## src/mem_test_pkg.sv

```systemverilog
`default_nettype none

package mem_test_pkg;

  localparam int SRAM_ADDR_W = 18;
  localparam int NUM_S_MAX = 8;

  typedef logic [SRAM_ADDR_W-1:0] sram_addr_t;

  // One word broadcast to every chip
  typedef struct packed {
    logic                      write;
    sram_addr_t                addr;
    logic [NUM_S_MAX-1:0][7:0] data;
  } stripe_req_t;

  typedef struct packed {
    logic [7:0] data;
  } stripe_rsp_t;

  // APB register map
  localparam logic [7:0] REG_CTRL = 8'h00;
  localparam logic [7:0] REG_SEED = 8'h04;
  localparam logic [7:0] REG_LEN = 8'h08;
  localparam logic [7:0] REG_STATUS = 8'h0C;
  localparam logic [7:0] REG_ERR_COUNT = 8'h10;
  localparam logic [7:0] REG_ERR_ADDR = 8'h14;

  localparam int CTRL_START_BIT = 0;

  localparam int STATUS_BUSY_BIT = 0;
  localparam int STATUS_DONE_BIT = 1;
  localparam int STATUS_PASS_BIT = 2;

  // Low address byte plus stripe offset, xor seed
  function automatic logic [7:0] pattern_byte(
    input logic [7:0] seed,
    input int         idx,
    input sram_addr_t addr
  );
    return (addr[7:0] + 8'(idx) * 8'h35) ^ seed;
  endfunction

endpackage

`default_nettype wire

```

## src/mem_test_regs.sv

```systemverilog
`timescale 1ns/1ps
`default_nettype none

module mem_test_regs #(
  parameter int SRAM_ADDR_W = mem_test_pkg::SRAM_ADDR_W
) (
  input  logic                   CLK,
  input  logic                   rst_n,
  input  logic                   psel,
  input  logic                   penable,
  input  logic                   pwrite,
  input  logic [7:0]             paddr,
  input  logic [31:0]            pwdata,
  output logic [31:0]            prdata,
  output logic                   pready,
  output logic                   pslverr,
  output logic                   start,
  output logic [7:0]             seed,
  output logic [SRAM_ADDR_W:0]   len,
  input  logic                   done,
  input  logic                   pass,
  input  logic [15:0]            err_count,
  input  logic [SRAM_ADDR_W-1:0] err_addr
);
  import mem_test_pkg::*;

  logic busy;
  logic wr_en;
  logic addr_hit;

  assign wr_en = psel && penable && pwrite;

  // Zero wait states
  assign pready = 1'b1;
  assign pslverr = psel && penable && !addr_hit;

  always_ff @(posedge CLK) begin
    if (!rst_n) begin
      start <= 1'b0;
      busy <= 1'b0;
      seed <= '0;
      len <= '0;
    end else begin
      // Start ignored while a run is in flight
      start <= wr_en && (paddr == REG_CTRL) && pwdata[CTRL_START_BIT] && !busy && !start;
      if (start) begin
        busy <= 1'b1;
      end else if (done) begin
        busy <= 1'b0;
      end
      if (wr_en && (paddr == REG_SEED)) begin
        seed <= pwdata[7:0];
      end
      if (wr_en && (paddr == REG_LEN)) begin
        len <= pwdata[SRAM_ADDR_W:0];
      end
    end
  end

  always_comb begin
    prdata = '0;
    addr_hit = 1'b1;
    case (paddr)
      REG_CTRL: prdata = '0;
      REG_SEED: prdata[7:0] = seed;
      REG_LEN: prdata[SRAM_ADDR_W:0] = len;
      REG_STATUS: begin
        prdata[STATUS_BUSY_BIT] = busy;
        prdata[STATUS_DONE_BIT] = done;
        prdata[STATUS_PASS_BIT] = pass;
      end
      REG_ERR_COUNT: prdata[15:0] = err_count;
      REG_ERR_ADDR: prdata[SRAM_ADDR_W-1:0] = err_addr;
      default: addr_hit = 1'b0;
    endcase
  end

endmodule

`default_nettype wire

```

## config.mk

```make
export PLATFORM = sky130hd
export DESIGN_NAME = mem_test_regs
export DESIGN_NICKNAME = d
export VERILOG_FILES = /design/src/mem_test_pkg.sv /design/src/mem_test_regs.sv
export SDC_FILE = /design/constraint.sdc
export NUM_CORES = 1
export LEC_CHECK = 0
export BUFFER_PORTS_ARGS = -buffer_cell sky130_fd_sc_hd__buf_2
export CORE_MARGIN = 2
export CORE_UTILIZATION = 35
export CTS_BUF_LIST = sky130_fd_sc_hd__clkbuf_4 sky130_fd_sc_hd__clkbuf_8 sky130_fd_sc_hd__clkbuf_16
export CTS_CLUSTER_DIAMETER = 50
export DETAILED_ROUTE_END_ITERATION = 8
export PLACE_DENSITY = 0.81
export SLEW_MARGIN = 25
export SYNTH_ARGS = -nofsm -noshare
export SYNTH_HDL_FRONTEND = slang
export SYNTH_SLANG_ARGS = --single-unit
export TNS_END_PERCENT = 30
```

## constraint.sdc

```tcl
create_clock -name CLK -period 2.05 [get_ports CLK]
set_clock_uncertainty 0.2 [all_clocks]
set_input_delay 0.205 -clock CLK [delete_from_list [all_inputs] [get_ports CLK]]
set_output_delay 0.205 -clock CLK [all_outputs]
set_load 0.01 [all_outputs]
```

==> out/metrics.cfg, run 1 <==
[setup_path]
startpoint = paddr[1]
critical_path_arrival_ns = 1.58
cp_max_fo = 6
r2r-end = start
critPathCaptureType = output pin
reg2reg_depth = 3
reg2reg_slack_ns = 0.65
crit_path_end = prdata[0]
critical_path_required_ns = 1.64
critPathKind = input port to output pin
start_kind = input port
reg2reg_from = busy

[run_status]
outcome = finished, final reports clean

[global_routing]
grt_pass1_wl_um = 9160
overflow = 0
grt_usage = 0.188
grt_pass1_vias = 1966
grt_max_degree = 47
antenna_found_initial = 0

[logic_synthesis]
yosys_warnings = 0
synth_area_per_cell_um2 = 8.90
synth_top_area_frac = 0.306
ys_seq_area_frac = 0.306
synth.area.mux_share = 0.178
synth_compound_area_frac = 0.137
netlist-cell-type-count = 42
synth_top_family_by_area = simple AND/OR/NAND/NOR gates
synth_area_um2 = 1900
synth-simple-area-share = 0.253
synth_xor_area_frac = 0
synthTopCellsByArea = dfxtp_1 31%, mux2i_1 15%, nand2_1 9.5%
synth_top_cell_by_area = dfxtp_1
ys_ff_latch = 29
syn_inst = 213
synth-adder-area-share = 0

[cells_and_area]
seqCellArea_um2 = 581
final_cell_mix = 115 x buf_2, 48 x nand2_1, 29 x dfxtp_1
drive_gt1_frac = 0.434
multi_input_area_um2 = 1140
fin_area_um2 = 2820
nFillCells = 487
antenna_cells = 0
final_common_cell = buf_2
fin_nets = 430
final_util = 0.544
final_cell_count_no_fill = 420
syn_to_final_growth_pct = 48.5

[floorplan]
core_area_um2 = 5170
rows = 26
die_area_um2 = 6020
io_pins = 143
start_util = 0.366
die_height_um = 77.6
die_w_um = 77.6

[worst_hold_path]
worstHoldStart = pwdata[3]
min_path_type = input port to flip-flop

[sta]
setup_violations = 0
period_needed_ns = 1.99
fin_ws_ns = 0.0630
rsz0062_at_grt = no
fin_setup_tns_ns = 0
slew_viol_final = 0
max_freq_mhz = 503
post-route-period-util = 0.969
hold_viol_final = 0

[power_and_ir_drop]
power_leakage_nw = 1.54
peakVddDrop_mv = 0.384
powerDensity_nw_per_um2 = 460

[route]
vias = 2043
drtIter0Drc = 69
first_pass_iters = 4
postRouteAntennaNets = 0
vias_per_cell = 4.86
drc_errors = 0
wire_per_inst_um = 13.8
wl_um = 5780

[cts]
clkTransAtPathRegs_ns = 0.06
cts_max_level = 2
root_buffer = clkbuf_8
cts_tree = yes
cts_buffers = 5
cts.sinks = 29
clock_path_buffers = 2
clk_latency_ns = 0.28
cts_setup_buffers = 0

[placed_design]
dp_worst_setup_slack_ns = 0.0848
dpl.cell_count = 395
io_buffer_count = 115
dpl_cell_area_um2 = 2530
hpwl_um = 4290
gp_congestion = 0.759

[job]
cap_violations = 0

==> synth_stat cells, drive strengths merged <==
library cell  count
nand2            48
dfxtp            29
mux2i            28
buf              25
a221o            12
and3              9
clkbuf            6
mux2              5
nand3b            5
a22oi             4
inv               3
nor4              3
a211oi            2
a22o              2
a32oi             2
and2b             2
conb              2
nor2              2
nor2b             2
nor3              2
nor4b             2
o22ai             2
o2bb2ai           2
or2               2
or3               2
a21oi             1
a32o              1
and2              1
and3b             1
and4bb            1
nand3             1
nor3b             1
o21a              1
o31ai             1
or4               1
==> how the worst min path moves through the flow <==
| stage | end | cells past startpoint |
|---|---|---|
| 2_1_floorplan | len[10] | 2 |
| 3_3_place_gp | len[18] | 3 |
| 4_1_cts | len[3] | 3 |
| 5_1_grt | len[3] | 3 |
| 3_5_place_dp | len[11] | 3 |
| 6_report | len[3] | 3 |
==> repair_timing <==
item | in CTS | in global routing
hold endpoints to repair | 21 | 0
hold buffers | 17 | 0
endpoints found under the setup margin | 0 | 4
resized for setup | 0 | 2
==> logic make-up after synthesis <==
family,after synthesis
AOI/OAI and AO/OA,30
buffers and inverters,34
DFF,29
muxes,33
other,2
and+or+nand+nor,85
==> critical path, cell delays in order <==
cell     delay (ns)
buf_2          0.13
or3_1          0.50
or2_2          0.36
o22ai_1        0.21
buf_2          0.17
==> report_power, final <==
| part | total (mW) | switching [mW] | internal [mW] |
|---|---|---|---|
| Sequential | 0.564 | 0.000140 | 0.564 |
| Combinational | 0.207 | 0.101 | 0.106 |
| Clock | 0.526 | 0.223 | 0.303 |
| Total | 1.30 | 0.323 | 0.973 |
==> registers in the layout (all words and copies together), names as in the netlist <==
register,cells
seed,8
len,19
start,1
busy,1
==> per-layer routing <==
layer | vias up | track usage | wire [um]
met4 | 0 | 0.0536 | 96
met3 | 12 | 0.0349 | 292
li1 | 1013 | - | -
met5 | - | 0 | 0
met1 | 932 | 0.223 | 2520
met2 | 86 | 0.342 | 2870
==> cell type report <==
cell class / instances / share of cell area
tap: 70 / 0.0311
inverter: 3 / 0.00400
clock inverter: 1 / 0.00178
sequential: 29 / 0.206
timing repair buffer: 148 / 0.318
clock buffer: 7 / 0.0342
multi-input combinational: 162 / 0.405
==> metrics by stage <==
stage / hold slack [ns] / power (mW)
floorplan: 0.144 / 0.684
global placement: 0.250 / 0.752
detailed placement: 0.256 / 0.754
CTS: 0.00634 / 1.30
global route: 0.0317 / 1.34
finish: 0.0112 / 1.30
No activity file was read; power rests on OpenSTA's default activity.
==> inputs of run 2 (changes only) <==
- CORE_ASPECT_RATIO: not set -> 0.8
- CTS_BUF_LIST: sky130_fd_sc_hd__clkbuf_4 sky130_fd_sc_hd__clkbuf_8 sky130_fd_sc_hd__clkbuf_16 -> not set
==> run 2 against run 1 <==
Effect of this change:
- combinational power up 2%
- register-to-register slack about the same
- worst setup slack better by 0.0038 ns
- via count up 1.3%
- total power up 8.6%
- fmax up 0.19%
- clock power up 20%
- critical path depth unchanged
- design area up 0.62%
- final cell count down 2.4%
- largest cell class unchanged
==> out/metrics.cfg, run 2 (synthesized netlist as in run 1, its figures left out) <==
[cells_and_area]
fin_nets = 428  ; -0.47%
largest_register_ffs = 19  ; unchanged
nFillCells = 482  ; -1.0%
top_regs = len: 19 flops, seed: 8 flops
regMostFlops = len
final_common_cell = buf_2
drive_gt1_frac = 0.428  ; -0.00612
syn_to_final_growth_pct = 49.4
seqCellArea_um2 = 581  ; unchanged
fin_area_um2 = 2830  ; +0.62%
multi_input_area_um2 = 1140  ; unchanged
final_cell_mix = 115 x buf_2, 48 x nand2_1, 29 x dfxtp_1
antenna_cells = 0  ; unchanged

[global_routing]
grt_pass1_vias = 2075  ; +5.5%
grt_usage = 0.202  ; +0.0139
antenna_found_initial = 0  ; unchanged
grt_most_used_layer = met2
grt_pass1_wl_um = 9540  ; +4.1%
overflow = 0  ; unchanged
use_met1 = 0.246  ; +0.0228
grtUsageMet3 = 0.0500  ; +0.0151
grt_max_degree = 26  ; -45%
met2_usage = 0.351  ; +0.00918

[sta]
period_needed_ns = 1.98  ; -0.00382 ns
setup_violations = 0  ; unchanged
post-route-period-util = 0.967  ; -0.00186
timing.hold.ws_ns = 0.0344  ; +0.0232 ns
hold_viol_final = 0  ; unchanged
slew_viol_final = 0  ; unchanged
max_freq_mhz = 504  ; +0.19%

[cts]
root_buffer = clkbuf_8
cts_tree = yes
clkTransAtPathRegs_ns = 0.07  ; about the same
cts_max_level = 2  ; unchanged
cts.sinks = 29  ; unchanged
cts_buffers = 5  ; unchanged
clk_latency_ns = 0.28  ; about the same
clock_path_buffers = 2  ; unchanged
cts_setup_buffers = 0  ; unchanged

[floorplan]
start_util = 0.370  ; +0.00358
die_height_um = 69.8  ; -10%
io_pins = 143  ; unchanged
die_area_um2 = 6020  ; about the same
die_w_um = 86.3  ; +11%
rows = 23  ; -12%
core_area_um2 = 5120  ; -0.97%

[setup_path]
start_kind = input port
cp_max_fo = 6  ; unchanged
critical_path_arrival_ns = 1.58  ; about the same
critPathKind = input port to output pin
critical_path_required_ns = 1.64  ; about the same
critPathCaptureType = output pin

[route]
drc_errors = 0  ; unchanged
vias = 2070  ; +1.3%
postRouteAntennaNets = 0  ; unchanged
wl_um = 6140  ; +6.2%
vias_per_cell = 5.05  ; +3.8%
first_pass_iters = 4  ; unchanged
drtIter0Drc = 83  ; +20%
wire_per_inst_um = 15.0  ; +8.8%

[power_and_ir_drop]
peakVddDrop_mv = 0.363  ; -5.4%
powerDensity_nw_per_um2 = 497  ; +7.9%
power_mw = 1.41  ; +8.6%
power_leakage_nw = 1.54  ; about the same

[placed_design]
dpl_cell_area_um2 = 2530  ; -0.30%
gp_congestion = 0.827  ; +9.0%
hpwl_um = 4550  ; +5.9%
io_buffer_count = 115  ; unchanged

[worst_hold_path]
min_path_type = input port to flip-flop

[job]
cap_violations = 0  ; unchanged

[run_status]
outcome = finished, final reports clean

[run 2: where the power goes]
group	internal, mW	switching (mW)
Sequential	0.563	0.000145
Combinational	0.109	0.103
Clock	0.395	0.237
[run 2: critical path: stages]
cell and delay, ns:
buf_2 0.13, or3_1 0.52, or2_2 0.38, o22ai_1 0.19, buf_2 0.16
[run 2: path summary, 6_finish.rpt]
path	from	to	slack, ns	cells past startpoint
setup / recovery	paddr[1]	prdata[2]	0.07	5
hold / removal	pwdata[0]	len[0]	0.03	3
setup reg to reg	busy	start	0.66	3
hold reg to reg	len[9]	len[9]	0.27	2
[run 2: repair_timing]
item / 4_1_cts / 5_1_grt
resized for setup: 0 / 1
endpoints found under the setup margin: 0 / 11
hold buffers: 18 / 0
endpoints found under the hold margin: 24 / 0
[run 2: area by class of cell]
cell class | count | share of cell area
clock buffers | 6 | 0.0292
clock inverters | 2 | 0.0133
inverters | 3 | 0.00398
multi-input cells | 162 | 0.402
flip-flops and latches | 29 | 0.205
well taps | 62 | 0.0274
repair buffers | 146 | 0.319
[run 2: routing by layer]
metal	share of wire	routed length [um]
met5	0	0
met4	0.010	63
met3	0.073	450
met2	0.48	2970
met1	0.43	2660
[run 2: metrics by stage]
stage	cells	util	setup TNS [ns]	worst slack, ns
floorplan	225	-	0	0.343
global placement	384	0.493	0	0.116
detailed placement	384	0.493	0	0.0359
CTS	410	0.552	0	0.0264
global route	410	0.553	-0.00245	-0.00245
finish	410	0.553	0	0.0668
