===== src/mem_test_pkg.sv =====
`default_nettype none

package mem_test_pkg;

  localparam int SRAM_ADDR_W = 18;
  localparam int NUM_S_MAX = 8;

  typedef logic [SRAM_ADDR_W-1:0] sram_addr_t;

  // One word broadcast to every chip
  typedef struct packed {
    logic                      write;
    sram_addr_t                addr;
    logic [NUM_S_MAX-1:0][7:0] data;
  } stripe_req_t;

  typedef struct packed {
    logic [7:0] data;
  } stripe_rsp_t;

  // APB register map
  localparam logic [7:0] REG_CTRL = 8'h00;
  localparam logic [7:0] REG_SEED = 8'h04;
  localparam logic [7:0] REG_LEN = 8'h08;
  localparam logic [7:0] REG_STATUS = 8'h0C;
  localparam logic [7:0] REG_ERR_COUNT = 8'h10;
  localparam logic [7:0] REG_ERR_ADDR = 8'h14;

  localparam int CTRL_START_BIT = 0;

  localparam int STATUS_BUSY_BIT = 0;
  localparam int STATUS_DONE_BIT = 1;
  localparam int STATUS_PASS_BIT = 2;

  // Low address byte plus stripe offset, xor seed
  function automatic logic [7:0] pattern_byte(
    input logic [7:0] seed,
    input int         idx,
    input sram_addr_t addr
  );
    return (addr[7:0] + 8'(idx) * 8'h35) ^ seed;
  endfunction

endpackage

`default_nettype wire


===== src/stripe_sequencer.sv =====
`timescale 1ns/1ps
`default_nettype none

module stripe_sequencer #(
  parameter int NUM_S       = 4,
  parameter int SRAM_ADDR_W = mem_test_pkg::SRAM_ADDR_W
) (
  input  logic                      CLK,
  input  logic                      rst_n,
  input  logic                      start,
  input  logic [7:0]                seed,
  input  logic [SRAM_ADDR_W:0]      len,
  output mem_test_pkg::stripe_req_t req,
  output logic                      req_valid,
  input  logic                      req_ready
);
  import mem_test_pkg::*;

  typedef enum logic [1:0] {
    ST_IDLE,
    ST_WRITE,
    ST_READ
  } state_t;

  state_t               state;
  logic [SRAM_ADDR_W:0] cnt;
  logic [SRAM_ADDR_W:0] cnt_nxt;
  logic                 xfer;
  logic                 last;
  sram_addr_t           word_addr;

  assign req_valid = (state != ST_IDLE);
  assign xfer = req_valid && req_ready;
  assign cnt_nxt = cnt + 1'b1;
  assign last = (cnt_nxt == len);

  always_ff @(posedge CLK) begin
    if (!rst_n) begin
      state <= ST_IDLE;
      cnt <= '0;
    end else begin
      case (state)
        ST_IDLE: begin
          // Zero length run has nothing to issue
          if (start && (len != '0)) begin
            state <= ST_WRITE;
            cnt <= '0;
          end
        end
        ST_WRITE, ST_READ: begin
          if (xfer) begin
            if (last) begin
              state <= (state == ST_WRITE) ? ST_READ : ST_IDLE;
              cnt <= '0;
            end else begin
              cnt <= cnt_nxt;
            end
          end
        end
        default: state <= ST_IDLE;
      endcase
    end
  end

  always_comb begin
    word_addr = '0;
    word_addr[SRAM_ADDR_W-1:0] = cnt[SRAM_ADDR_W-1:0];
  end

  // Unused stripe lanes stay zero
  always_comb begin
    req = '0;
    req.write = (state == ST_WRITE);
    req.addr = word_addr;
    for (int i = 0; i < NUM_S; i++) begin
      req.data[i] = pattern_byte(seed, i, word_addr);
    end
  end

endmodule

`default_nettype wire


===== config.mk =====
export PLATFORM = sky130hd
export DESIGN_NAME = stripe_sequencer
export DESIGN_NICKNAME = d
export VERILOG_FILES = /design/src/mem_test_pkg.sv /design/src/stripe_sequencer.sv
export SDC_FILE = /design/constraint.sdc
export NUM_CORES = 1
export LEC_CHECK = 0
export BUFFER_PORTS_ARGS = -buffer_cell sky130_fd_sc_hd__buf_2
export CAP_MARGIN = 20
export CORE_UTILIZATION = 50
export CTS_BUF_LIST = sky130_fd_sc_hd__clkbuf_8
export DETAILED_ROUTE_END_ITERATION = 8
export PLACE_DENSITY = 0.93
export SKIP_LAST_GASP = 1
export SLEW_MARGIN = 20
export SYNTH_ARGS = -nofsm -noshare
export SYNTH_HDL_FRONTEND = slang
export SYNTH_SLANG_ARGS = --single-unit

===== constraint.sdc =====
create_clock -name CLK -period 8.23 [get_ports CLK]
set_input_delay 0.4115 -clock CLK [delete_from_list [all_inputs] [get_ports CLK]]
set_output_delay 0.4115 -clock CLK [all_outputs]
set_load 0.03 [all_outputs]

==> results.md, run 1 <==
- Outcome: finished, final reports clean
- Dpl cells: 445
- Type of the worst min-delay path: in2reg
- CTS max path bufs: 2
- Number of global-route vias before repair: 2019
- CP endpoint kind: flop
- Vias: 2445
- TritonCTS clock tree: done
- Final setup fails: 0
- Register area share after synthesis: 0.161
- Worst Tran Pin Value: 0.741 ns
- Slowest stage delay, CP: 0.58 ns
- Skew-Pair Late Insertion Delay: 0.27 ns
- Worst-path maximum fanout: 18
- Hold buffers post-CTS: 0
- Grt total ovfl: 0
- CTS buffer count: 3
- Ports: 115
- Initial Utilization: 0.535
- Global-route wire length before repair: 9570 um
- Die height: 74.3 um
- Final Non-Filler Cells: 449
- Final Max Tran Viols: 0
- Final Core Density: 0.564
- Layout cells sized above 1: 0.259
- Synth-to-Final Area Change: 5.42%
- Asr flop ratio synth: 0
- CP Cell Sequence: ha_1 -> nand3_2 -> or3_4 -> nor4b_2 -> o2111ai_1 -> a2111oi_2 -> and2_1 -> o22a_1 -> o32ai_1
- Cts repair resizes: 0
- Drt first-iter violations: 243
- Synthesized cell area: 2610 um2
- Clock sinks: 21
- Buffers added on ports: 82
- Leak: 0.00125 uW
- Clk root buf: clkbuf_8
- Relative max-transition margin: 0.505
- Count of state elements after synthesis: 21
- Core area: 4880 um2
- Post-CTS Setup Bufs: 0
- Avg WL per Cell: 13.9 um
- Required time worst endpoint: 8.36 ns
- H-tree depth: 1
- Critical Path AT: 3.60 ns
- Commonest non-fill, non-tap cell in the layout: buf_2
- Filler cells: 450
- Cell Rows: 25
- Setup CP Type: reg2reg
- Final min period: 3.47 ns
- Total Routing Usage GR: 0.226
- Layout Nets: 422
- Cell count after synthesis: 338
- N_diodes: 0
- RSZ-0062 raised after global routing: false
- Hold Fails Final Rpt: 0
- Number of synthesized flops with an enable pin: 0
- ANT nets after route: 0
- Final Wtd Congestion: 0.947
- Die ar.: 5510 um2
- Antenna violations before repair: 0
- Dpl hpwl: 4920 um
- Die width: 74.3 um
- WL final: 6260 um
- Most frequent cells in the layout: buf_2 (82), conb_1 (32), xnor2_1 (28)
- Max cap viols: 0
- Largest net degree at the start of global routing: 23
- Synth top area share: 0.167
- Clock slew at reported path FFs: 0.09 ns
- Part of the cycle the worst path needs: 0.421
- Worst path bufs/invs: 0
- R2R setup slack: 4.76 ns
- Max Clk Rate: 0.289 GHz
- Top_reg_cell synth: dfxtp_1
- Synthesized area per cell: 7.72 um2
- Routed vias/inst: 5.45
- Fin Clk Skew: 0.00285 ns
- # DRC: 0
- Delay-heaviest family, CP: simple AND/OR/NAND/NOR gates
- Ys Warns: 0
- Slowest cell on the critical path: dfxtp_1
- Pwr/cell area: 140 nW/um2
- Synth area leader: buf_4
- Critical Path Source Type: flop
- VDD IR-drop max: 0.0000656 V
- Distinct cells, synth: 55
- Area contributors post-synth: buf_4 (17%), dfxtp_1 (16%), xnor2_1 (9.4%), xor2_1 (9.1%), o21ai_0 (4.2%)
- Pre-Repair DR Iteration Count: 4
- Fin Setup TNS: 0 ns
worst min-delay path, stage by stage:
cell	delay [ns]
buf_2	0.10
inv_1	0.09
nor2_1	0.11
kinds of logic (layout without fill, tap and decap cells):
kind of cell	after synthesis	in the layout	synth area share
AOI/OAI and AO/OA	56	56	0.148
xor gates and xnor gates	55	55	0.185
adders and majority gates	8	8	0.0384
buffers and inverters	87	100	0.218
DFF	21	21	0.161
muxes	4	4	0.0153
other	1	32	0.00144
and+or+nand+nor	106	106	0.233
registers in the layout, summed over array words and instances (netlist names):
name	count
state	2
cnt	19
routing by layer:
layer,share of wire,track usage
met1,0.42,0.275
met2,0.48,0.401
met3,0.077,0.0447
met4,0.023,0.0734
met5,0,0
cells in the mapped netlist (3+ instances only):
master     n
o21ai_0   22
buf_4     58
nand2_1   24
buf_2      7
nand3_1    7
nor4_1    12
clkbuf_1   4
xnor2_1   28
nor3_1    12
inv_1     14
o32ai_1    3
xor2_1    27
a21o_1     3
nand4_1   10
ha_1       8
and2_1     3
and3_1     3
a211o_1    3
a21oi_1    4
a31o_2     3
o31ai_1    3
mux2i_1    4
or4_1      3
dfxtp_1   21
or3_1      3
nor2_1    14
per-stage QoR:
step / hold WS [ns] / area, um2 / setup WS [ns] / total power, uW
after global placement: 0.476 / 2710 / 4.92 / 309
final: 0.472 / 2750 / 4.76 / 385
after floorplan: 0.464 / 2730 / 5.50 / 276
after CTS: 0.470 / 2750 / 4.80 / 384
after global routing: 0.503 / 2750 / 4.40 / 404
after detailed placement: 0.513 / 2710 / 4.82 / 313
power by group:
part,internal [uW],switching [uW]
Clock,33.9,40.1
Sequential,106,4.51
Combinational,58.2,143
Total,198,188
final cells by class:
type,instances,area (um2),share of cell area
well taps,67,83.8,0.0305
clock buffers,3,41.3,0.0150
clock inverters,1,5.00,0.00182
flip-flops and latches,21,420,0.153
repair buffers,82,410,0.149
inverters,14,52.6,0.0191
multi-input cells,261,1740,0.632
worst paths after layout:
| check | start | depth (start not counted) | end |
|---|---|---|---|
| worst max-delay path | cnt[0] | 9 | cnt[4] |
| worst min-delay path | rst_n | 3 | cnt[0] |
| worst max register to register | cnt[0] | 9 | cnt[4] |
| worst min register to register | state[1] | 2 | state[1] |
(Power assumes the default switching activity.)
==> run 2, diff against run 1 <==
CORE_UTILIZATION = 45   (was 50)
PLACE_DENSITY = 0.89   (was 0.93)
clock period = 3.1 ns   (was 8.23 ns; I/O delays follow)
==> results.md, run 2 (synthesis gave the netlist of run 1 again) <==
- Synth-to-Final Area Change: 12.7% (was 5.42%)
- Leak: 0.00135 uW (was 0.00125 uW)
- Relative max-transition margin: 0.662 (was 0.505)
- Initial Utilization: 0.471 (was 0.535)
- Biggest regs: cnt (19), state (2) (unchanged)
- Drt first-iter violations: 215 (was 243)
- Critical Path AT: 3.22 ns (was 3.60 ns)
- Final Wtd Congestion: 0.958 (was 0.947)
- # DRC: 0 (unchanged)
- Routed vias/inst: 5.43 (was 5.45)
- TritonCTS clock tree: done (unchanged)
- Fin Clk Skew: 0.00633 ns (was 0.00285 ns)
- Pwr/cell area: 351 nW/um2 (was 140 nW/um2)
- Filler cells: 535 (was 450)
- RR Startpoint: cnt[5] (was cnt[0])
- CTS buffer count: 3 (unchanged)
- CP endpoint kind: flop (unchanged)
- Die width: 78.2 um (was 74.3 um)
- H-tree depth: 1 (unchanged)
- Max cap viols: 0 (unchanged)
- N_diodes: 0 (unchanged)
- Vias: 2573 (was 2445)
- Final min period: 3.01 ns (was 3.47 ns)
- Worst hold start: rst_n (unchanged)
- Most frequent cells in the layout: buf_2 (82), conb_1 (32), xnor2_1 (28) (unchanged)
- Outcome: finished, final reports clean (unchanged)
- Commonest non-fill, non-tap cell in the layout: buf_2 (unchanged)
- Final Core Density: 0.531 (was 0.564)
- DP Worst Slack: -0.0394 ns (was 4.82 ns)
- Required time worst endpoint: 3.31 ns (was 8.36 ns)
- Core area: 5540 um2 (was 4880 um2)
- Clock slew at reported path FFs: 0.09 ns (about the same)
- Avg WL per Cell: 15.3 um (was 13.9 um)
- CTS max path bufs: 2 (unchanged)
- Layout Nets: 442 (was 422)
- WL final: 7240 um (was 6260 um)
- Most flops, register: cnt (unchanged)
- Part of the cycle the worst path needs: 0.971 (was 0.421)
- Buffers added on ports: 82 (unchanged)
- Final Worst Setup Slack: 0.0912 ns (was 4.76 ns)
- Max reg flops: 19 (unchanged)
- RSZ-0062 raised after global routing: false (unchanged)
- WHS: 0.242 ns (was 0.472 ns)
- Ports: 115 (unchanged)
- VDD IR-drop max: 0.000246 V (was 0.0000656 V)
- Number of global-route vias before repair: 2281 (was 2019)
- R2R Path End: cnt[14] (was cnt[4])
- Grt total ovfl: 0 (unchanged)
- ANT nets after route: 0 (unchanged)
- Type of the worst min-delay path: in2reg (unchanged)
- Pre-Repair DR Iteration Count: 5 (was 4)
- Final Max Tran Viols: 0 (unchanged)
- Global-route wire length before repair: 11100 um (was 9570 um)
- Clock sinks: 21 (unchanged)
- Layout cells sized above 1: 0.313 (was 0.259)
- Critical Path Source Type: flop (unchanged)
- R2R setup slack: 0.09 ns (was 4.76 ns)
- Die ar.: 6110 um2 (was 5510 um2)
- Clk root buf: clkbuf_8 (unchanged)
- Setup CP Type: reg2reg (unchanged)
- Worst Tran Pin Value: 0.503 ns (was 0.741 ns)
- Die height: 78.2 um (was 74.3 um)
- Hold buffers post-CTS: 0 (unchanged)
- Pwr Total: 1030 uW (was 385 uW)
- Cell Rows: 27 (was 25)
- WHS Path Cells: 3 (unchanged)
- Largest net degree at the start of global routing: 23 (unchanged)
- Reg2reg path depth: 9 (unchanged)
- Final setup fails: 0 (unchanged)
- Max Clk Rate: 0.332 GHz (was 0.289 GHz)
- Dpl hpwl: 5730 um (was 4920 um)
- Antenna violations before repair: 0 (unchanged)
- Post-CTS Setup Bufs: 0 (unchanged)
- Hold Fails Final Rpt: 0 (unchanged)
- Worst-path maximum fanout: 11 (was 18)
- Hold path endpoint: state[1] (was cnt[0])
- Total Routing Usage GR: 0.229 (was 0.226)
- Skew-Pair Late Insertion Delay: 0.28 ns (was 0.27 ns)
[run 2: routing by layer]
layer | GRT usage | wire [um]
met1 | 0.278 | 2880
met2 | 0.417 | 3590
met3 | 0.0233 | 549
met4 | 0.0815 | 221
met5 | 0 | 0
[run 2: final cells by class]
cell class	instances	area, um2	area share
clock buffer	3	41.3	0.0140
clock inverter	1	7.51	0.00255
inverter	14	52.6	0.0179
multi-input combinational	262	1770	0.602
sequential	21	427	0.145
tap	72	90.1	0.0306
timing repair buffer	101	553	0.188
[run 2: worst max-delay path, cell delays in order, from the launching register on]
cell and delay, ns:
dfxtp_1 0.52, nand2_1 0.25, nor3_1 0.26, buf_4 0.17, a41oi_1 0.14, o2111ai_1 0.36, a2111oi_4 0.09, or3_2 0.64
or4_1 0.42, o21ai_0 0.08
[run 2: per-stage QoR]
step                      instances  TNS, ns  instance area, um2
final                           474        0                2940
after global routing            474        0                2940
after CTS                       473        0                2920
after detailed placement        469  -0.0828                2850
after global placement          469        0                2850
after floorplan                 369        0                2730
[run 2: how the worst max path moves through the flow]
stage               cells past startpoint  slack, ns      end    from
CTS                                     9       0.07  cnt[18]  cnt[1]
finish                                  9       0.09  cnt[14]  cnt[5]
global route                            9       0.02   cnt[6]  cnt[5]
global placement                       10       0.17  cnt[17]  cnt[0]
detailed placement                      9      -0.04  cnt[18]  cnt[1]
floorplan                              11       0.37  cnt[10]  cnt[1]
[run 2: repair_timing]
action / CTS / global route
resized for setup: 2 / 6
pin swaps: 0 / 1
setup endpoints to repair: 3 / 16
cloned: 0 / 1
[run 2: power by group]
part | internal (uW) | leakage [uW] | switching, uW
Sequential | 281 | 0.000172 | 11.5
Clock | 91.3 | 0.0000217 | 107
Combinational | 158 | 0.00116 | 383
==> run 3, diff against run 2 <==
ABC_AREA = 1   (was unset)
CORE_UTILIZATION = 46   (was 45)
PLACE_DENSITY = 0.88   (was 0.89)
SLEW_MARGIN = unset   (was 20)
==> results.md, run 3 <==
- Fin Setup TNS: 0 ns (unchanged)
- N_diodes: 0 (unchanged)
- Cell count after synthesis: 463 (was 338)
- Type of the worst min-delay path: in2reg (unchanged)
- Switching Power: 919 uW (was 501 uW)
- R2R Path End: cnt[7] (was cnt[14])
- Reg power frac: 0.200 (was 0.283)
- Pwr/cell area: 493 nW/um2 (was 351 nW/um2)
- Outcome: finished, final reports clean (unchanged)
- Count of state elements after synthesis: 21 (unchanged)
- Critical Path AT: 2.83 ns (was 3.22 ns)
- H-tree depth: 1 (unchanged)
- Reg2reg path depth: 16 (was 9)
- Clock slew at reported path FFs: 0.08 ns (was 0.09 ns)
- CTS buffer count: 3 (unchanged)
- Mux share of post-synthesis cell area: 0 (was 0.0153)
- Die ar.: 6680 um2 (was 6110 um2)
- Most frequent cells in the layout: nand2_1 (129), buf_2 (82), inv_1 (55) (was buf_2 (82), conb_1 (32), xnor2_1 (28))
- Final min period: 2.70 ns (was 3.01 ns)
- Drt first-iter violations: 140 (was 215)
- Ys Warns: 0 (unchanged)
- Die height: 81.7 um (was 78.2 um)
- Ports: 115 (unchanged)
- Cell Rows: 28 (was 27)
- Core area: 6030 um2 (was 5540 um2)
- Post-Synth XOR/XNOR Area: 0.0915 (was 0.185)
- Compound-cell area share of the yosys netlist: 0.0714 (was 0.148)
- Cts repair resizes: 0 (was 2)
- Total Routing Usage GR: 0.226 (was 0.229)
- Max Clk Rate: 0.371 GHz (was 0.332 GHz)
- Met2 Wirelength: 3610 um (was 3590 um)
- Max cap viols: 0 (unchanged)
- Synth area leader: nand2_1 (was buf_4)
- Final Max Tran Viols: 0 (unchanged)
- R2R setup slack: 0.40 ns (was 0.09 ns)
- CTS max path bufs: 2 (unchanged)
- Final setup fails: 0 (unchanged)
- RSZ-0062 raised after global routing: false (unchanged)
- Highest routed layer: met4 (unchanged)
- DR WL met3: 614 um (was 549 um)
- Distinct cells, synth: 32 (was 55)
- Crit. Startpoint: cnt[0] (was cnt[5])
- Layout Nets: 560 (was 442)
- Relative max-transition margin: 0.533 (was 0.662)
- Avg WL per Cell: 12.6 um (was 15.3 um)
- Worst Setup EP: cnt[7] (was cnt[14])
- Multi-input logic area: 1900 um2 (was 1770 um2)
- Synthesized area per cell: 6.32 um2 (was 7.72 um2)
- Post-Synth Simple-Gate Area: 0.412 (was 0.233)
- Synth-to-Final Area Change: 7.44% (was 12.7%)
- Clock sinks: 21 (unchanged)
- Critical Path Source Type: flop (unchanged)
- Number of synthesized flops with an enable pin: 0 (unchanged)
- Pre-Repair DR Iteration Count: 4 (was 5)
- RR Startpoint: cnt[0] (was cnt[5])
- Dpl cells: 591 (was 469)
- Setup CP Type: reg2reg (unchanged)
- Routed vias/inst: 5.09 (was 5.43)
- Global-route wire length before repair: 11800 um (was 11100 um)
- Fin Clk Skew: 0.00338 ns (was 0.00633 ns)
- Register area share after synthesis: 0.144 (was 0.161)
- Commonest non-fill, non-tap cell in the layout: nand2_1 (was buf_2)
- WHS Path Cells: 3 (unchanged)
- Cell with the most instances after synthesis: nand2_1 (was buf_4)
- Int Pwr: 631 uW (was 530 uW)
- Final Wtd Congestion: 0.937 (was 0.958)
- Largest net degree at the start of global routing: 22 (was 23)
- Area contributors post-synth: nand2_1 (17%), buf_4 (14%), dfxtp_1 (14%), inv_1 (7.1%), nand3_1 (6.8%) (was buf_4 (17%), dfxtp_1 (16%), xnor2_1 (9.4%), xor2_1 (9.1%), o21ai_0 (4.2%))
- WL final: 7490 um (was 7240 um)
- Switch share: 0.593 (was 0.486)
- Post-Synth Adder-Cell Area: 0.0342 (was 0.0384)
- Number of global-route vias before repair: 2694 (was 2281)
- Most flops, register: cnt (unchanged)
- Dpl hpwl: 6040 um (was 5730 um)
- Register area: 420 um2 (was 427 um2)
- Grt total ovfl: 0 (unchanged)
- Vias: 3027 (was 2573)
- Buffers added on ports: 82 (unchanged)
- Post-CTS Setup Bufs: 0 (unchanged)
- Largest family of logic cells by synthesized area: simple AND/OR/NAND/NOR gates (unchanged)
- VDD IR-drop max: 0.000426 V (was 0.000246 V)
- Final Core Density: 0.522 (was 0.531)
- Clock power frac: 0.122 (was 0.192)
- Met1 Wirelength: 3070 um (was 2880 um)
- Filler cells: 626 (was 535)
- Combinational share of power: 0.678 (was 0.524)
- CP endpoint kind: flop (unchanged)
- Layout cells sized above 1: 0.260 (was 0.313)
- Synthesized cell area: 2930 um2 (was 2610 um2)
- Die width: 81.7 um (was 78.2 um)
- Required time worst endpoint: 3.24 ns (was 3.31 ns)
- Asr flop ratio synth: 0 (unchanged)
- TritonCTS clock tree: done (unchanged)
- Part of the cycle the worst path needs: 0.870 (was 0.971)
- Synth top area share: 0.166 (was 0.167)
- Max reg flops: 19 (unchanged)
- # DRC: 0 (unchanged)
- Top_reg_cell synth: dfxtp_1 (unchanged)
- Biggest regs: cnt (19), state (2) (unchanged)
- Antenna violations before repair: 0 (unchanged)
- Synth top cells by count: nand2_1 (129), buf_4 (56), inv_1 (55), nand3_1 (40), nor2_1 (24) (was buf_4 (58), xnor2_1 (28), xor2_1 (27), nand2_1 (24), o21ai_0 (22))
- Initial Utilization: 0.485 (was 0.471)
- Clk root buf: clkbuf_8 (unchanged)
- Worst Tran Pin Value: 0.696 ns (was 0.503 ns)
- Hold Fails Final Rpt: 0 (unchanged)
- Worst-path maximum fanout: 11 (unchanged)
- Hold buffers post-CTS: 0 (unchanged)
- ANT nets after route: 0 (unchanged)
- Leak: 0.00175 uW (was 0.00135 uW)
- Final Non-Filler Cells: 595 (was 474)
- Skew-Pair Late Insertion Delay: 0.27 ns (was 0.28 ns)
run 3: power groups by stage:
stage / sequential (uW) / clock (uW) / combinational (uW)
5_1_grt: 312 / 200 / 1140
3_3_place_gp: 314 / 0 / 1010
2_1_floorplan: 306 / 0 / 849
4_1_cts: 309 / 187 / 1040
6_report: 310 / 189 / 1050
3_5_place_dp: 315 / 0 / 1040
run 3: area by class of cell:
type                            instances  area share
Clock inverter                          1     0.00159
Inverter                               60      0.0717
Tap cell                               75      0.0299
Clock buffer                            3      0.0131
Timing Repair Buffer                   88       0.145
Sequential cell                        21       0.134
Multi-Input combinational cell        347       0.605
run 3: cell families (layout without fill, tap and decap cells):
| logic type | Yosys count | in the layout |
|---|---|---|
| buffers and inverters | 126 | 152 |
| AO/OA/AOI/OAI | 32 | 32 |
| XOR/XNOR | 29 | 29 |
| flip-flops | 21 | 21 |
| adder cells (fa/ha/maj) | 8 | 8 |
| other | 1 | 32 |
| AND/OR/NAND/NOR | 246 | 246 |
run 3: how the worst min path moves through the flow:
stage                from        to  slack (ns)
floorplan           rst_n  state[0]        0.28
global placement    rst_n  state[0]        0.42
detailed placement  rst_n  state[0]        0.43
CTS                 rst_n  state[0]        0.15
global route        rst_n  state[0]        0.15
finish              rst_n  state[0]        0.15
run 3: worst max-delay path, cell delays in order (launching register included):
cell     delay (ns)
dfxtp_1        0.55
inv_1          0.16
ha_1           0.42
inv_1          0.06
nand2_1        0.06
nand2_1        0.05
nor2_1         0.08
nand3_1        0.08
nor2_1         0.10
nand2_1        0.06
nor2_1         0.15
nand3_1        0.10
nor2_2         0.10
nand2_2        0.18
buf_4          0.25
nand4_1        0.09
a21oi_1        0.10
run 3: routing by layer:
layer  vias to the layer above  GRT usage
li1                       1494          -
met1                      1374      0.253
met2                       140      0.419
met3                        19     0.0322
met4                         0     0.0965
met5                         -          0
run 3: per-stage QoR:
stage | total power (uW) | instance area, um2 | hold WS [ns] | setup WS, ns
2_1_floorplan | 1160 | 3040 | 0.275 | 0.967
3_3_place_gp | 1320 | 3100 | 0.419 | 0.552
3_5_place_dp | 1360 | 3100 | 0.433 | 0.453
4_1_cts | 1540 | 3140 | 0.151 | 0.434
5_1_grt | 1650 | 3140 | 0.152 | 0.177
6_report | 1550 | 3140 | 0.149 | 0.403
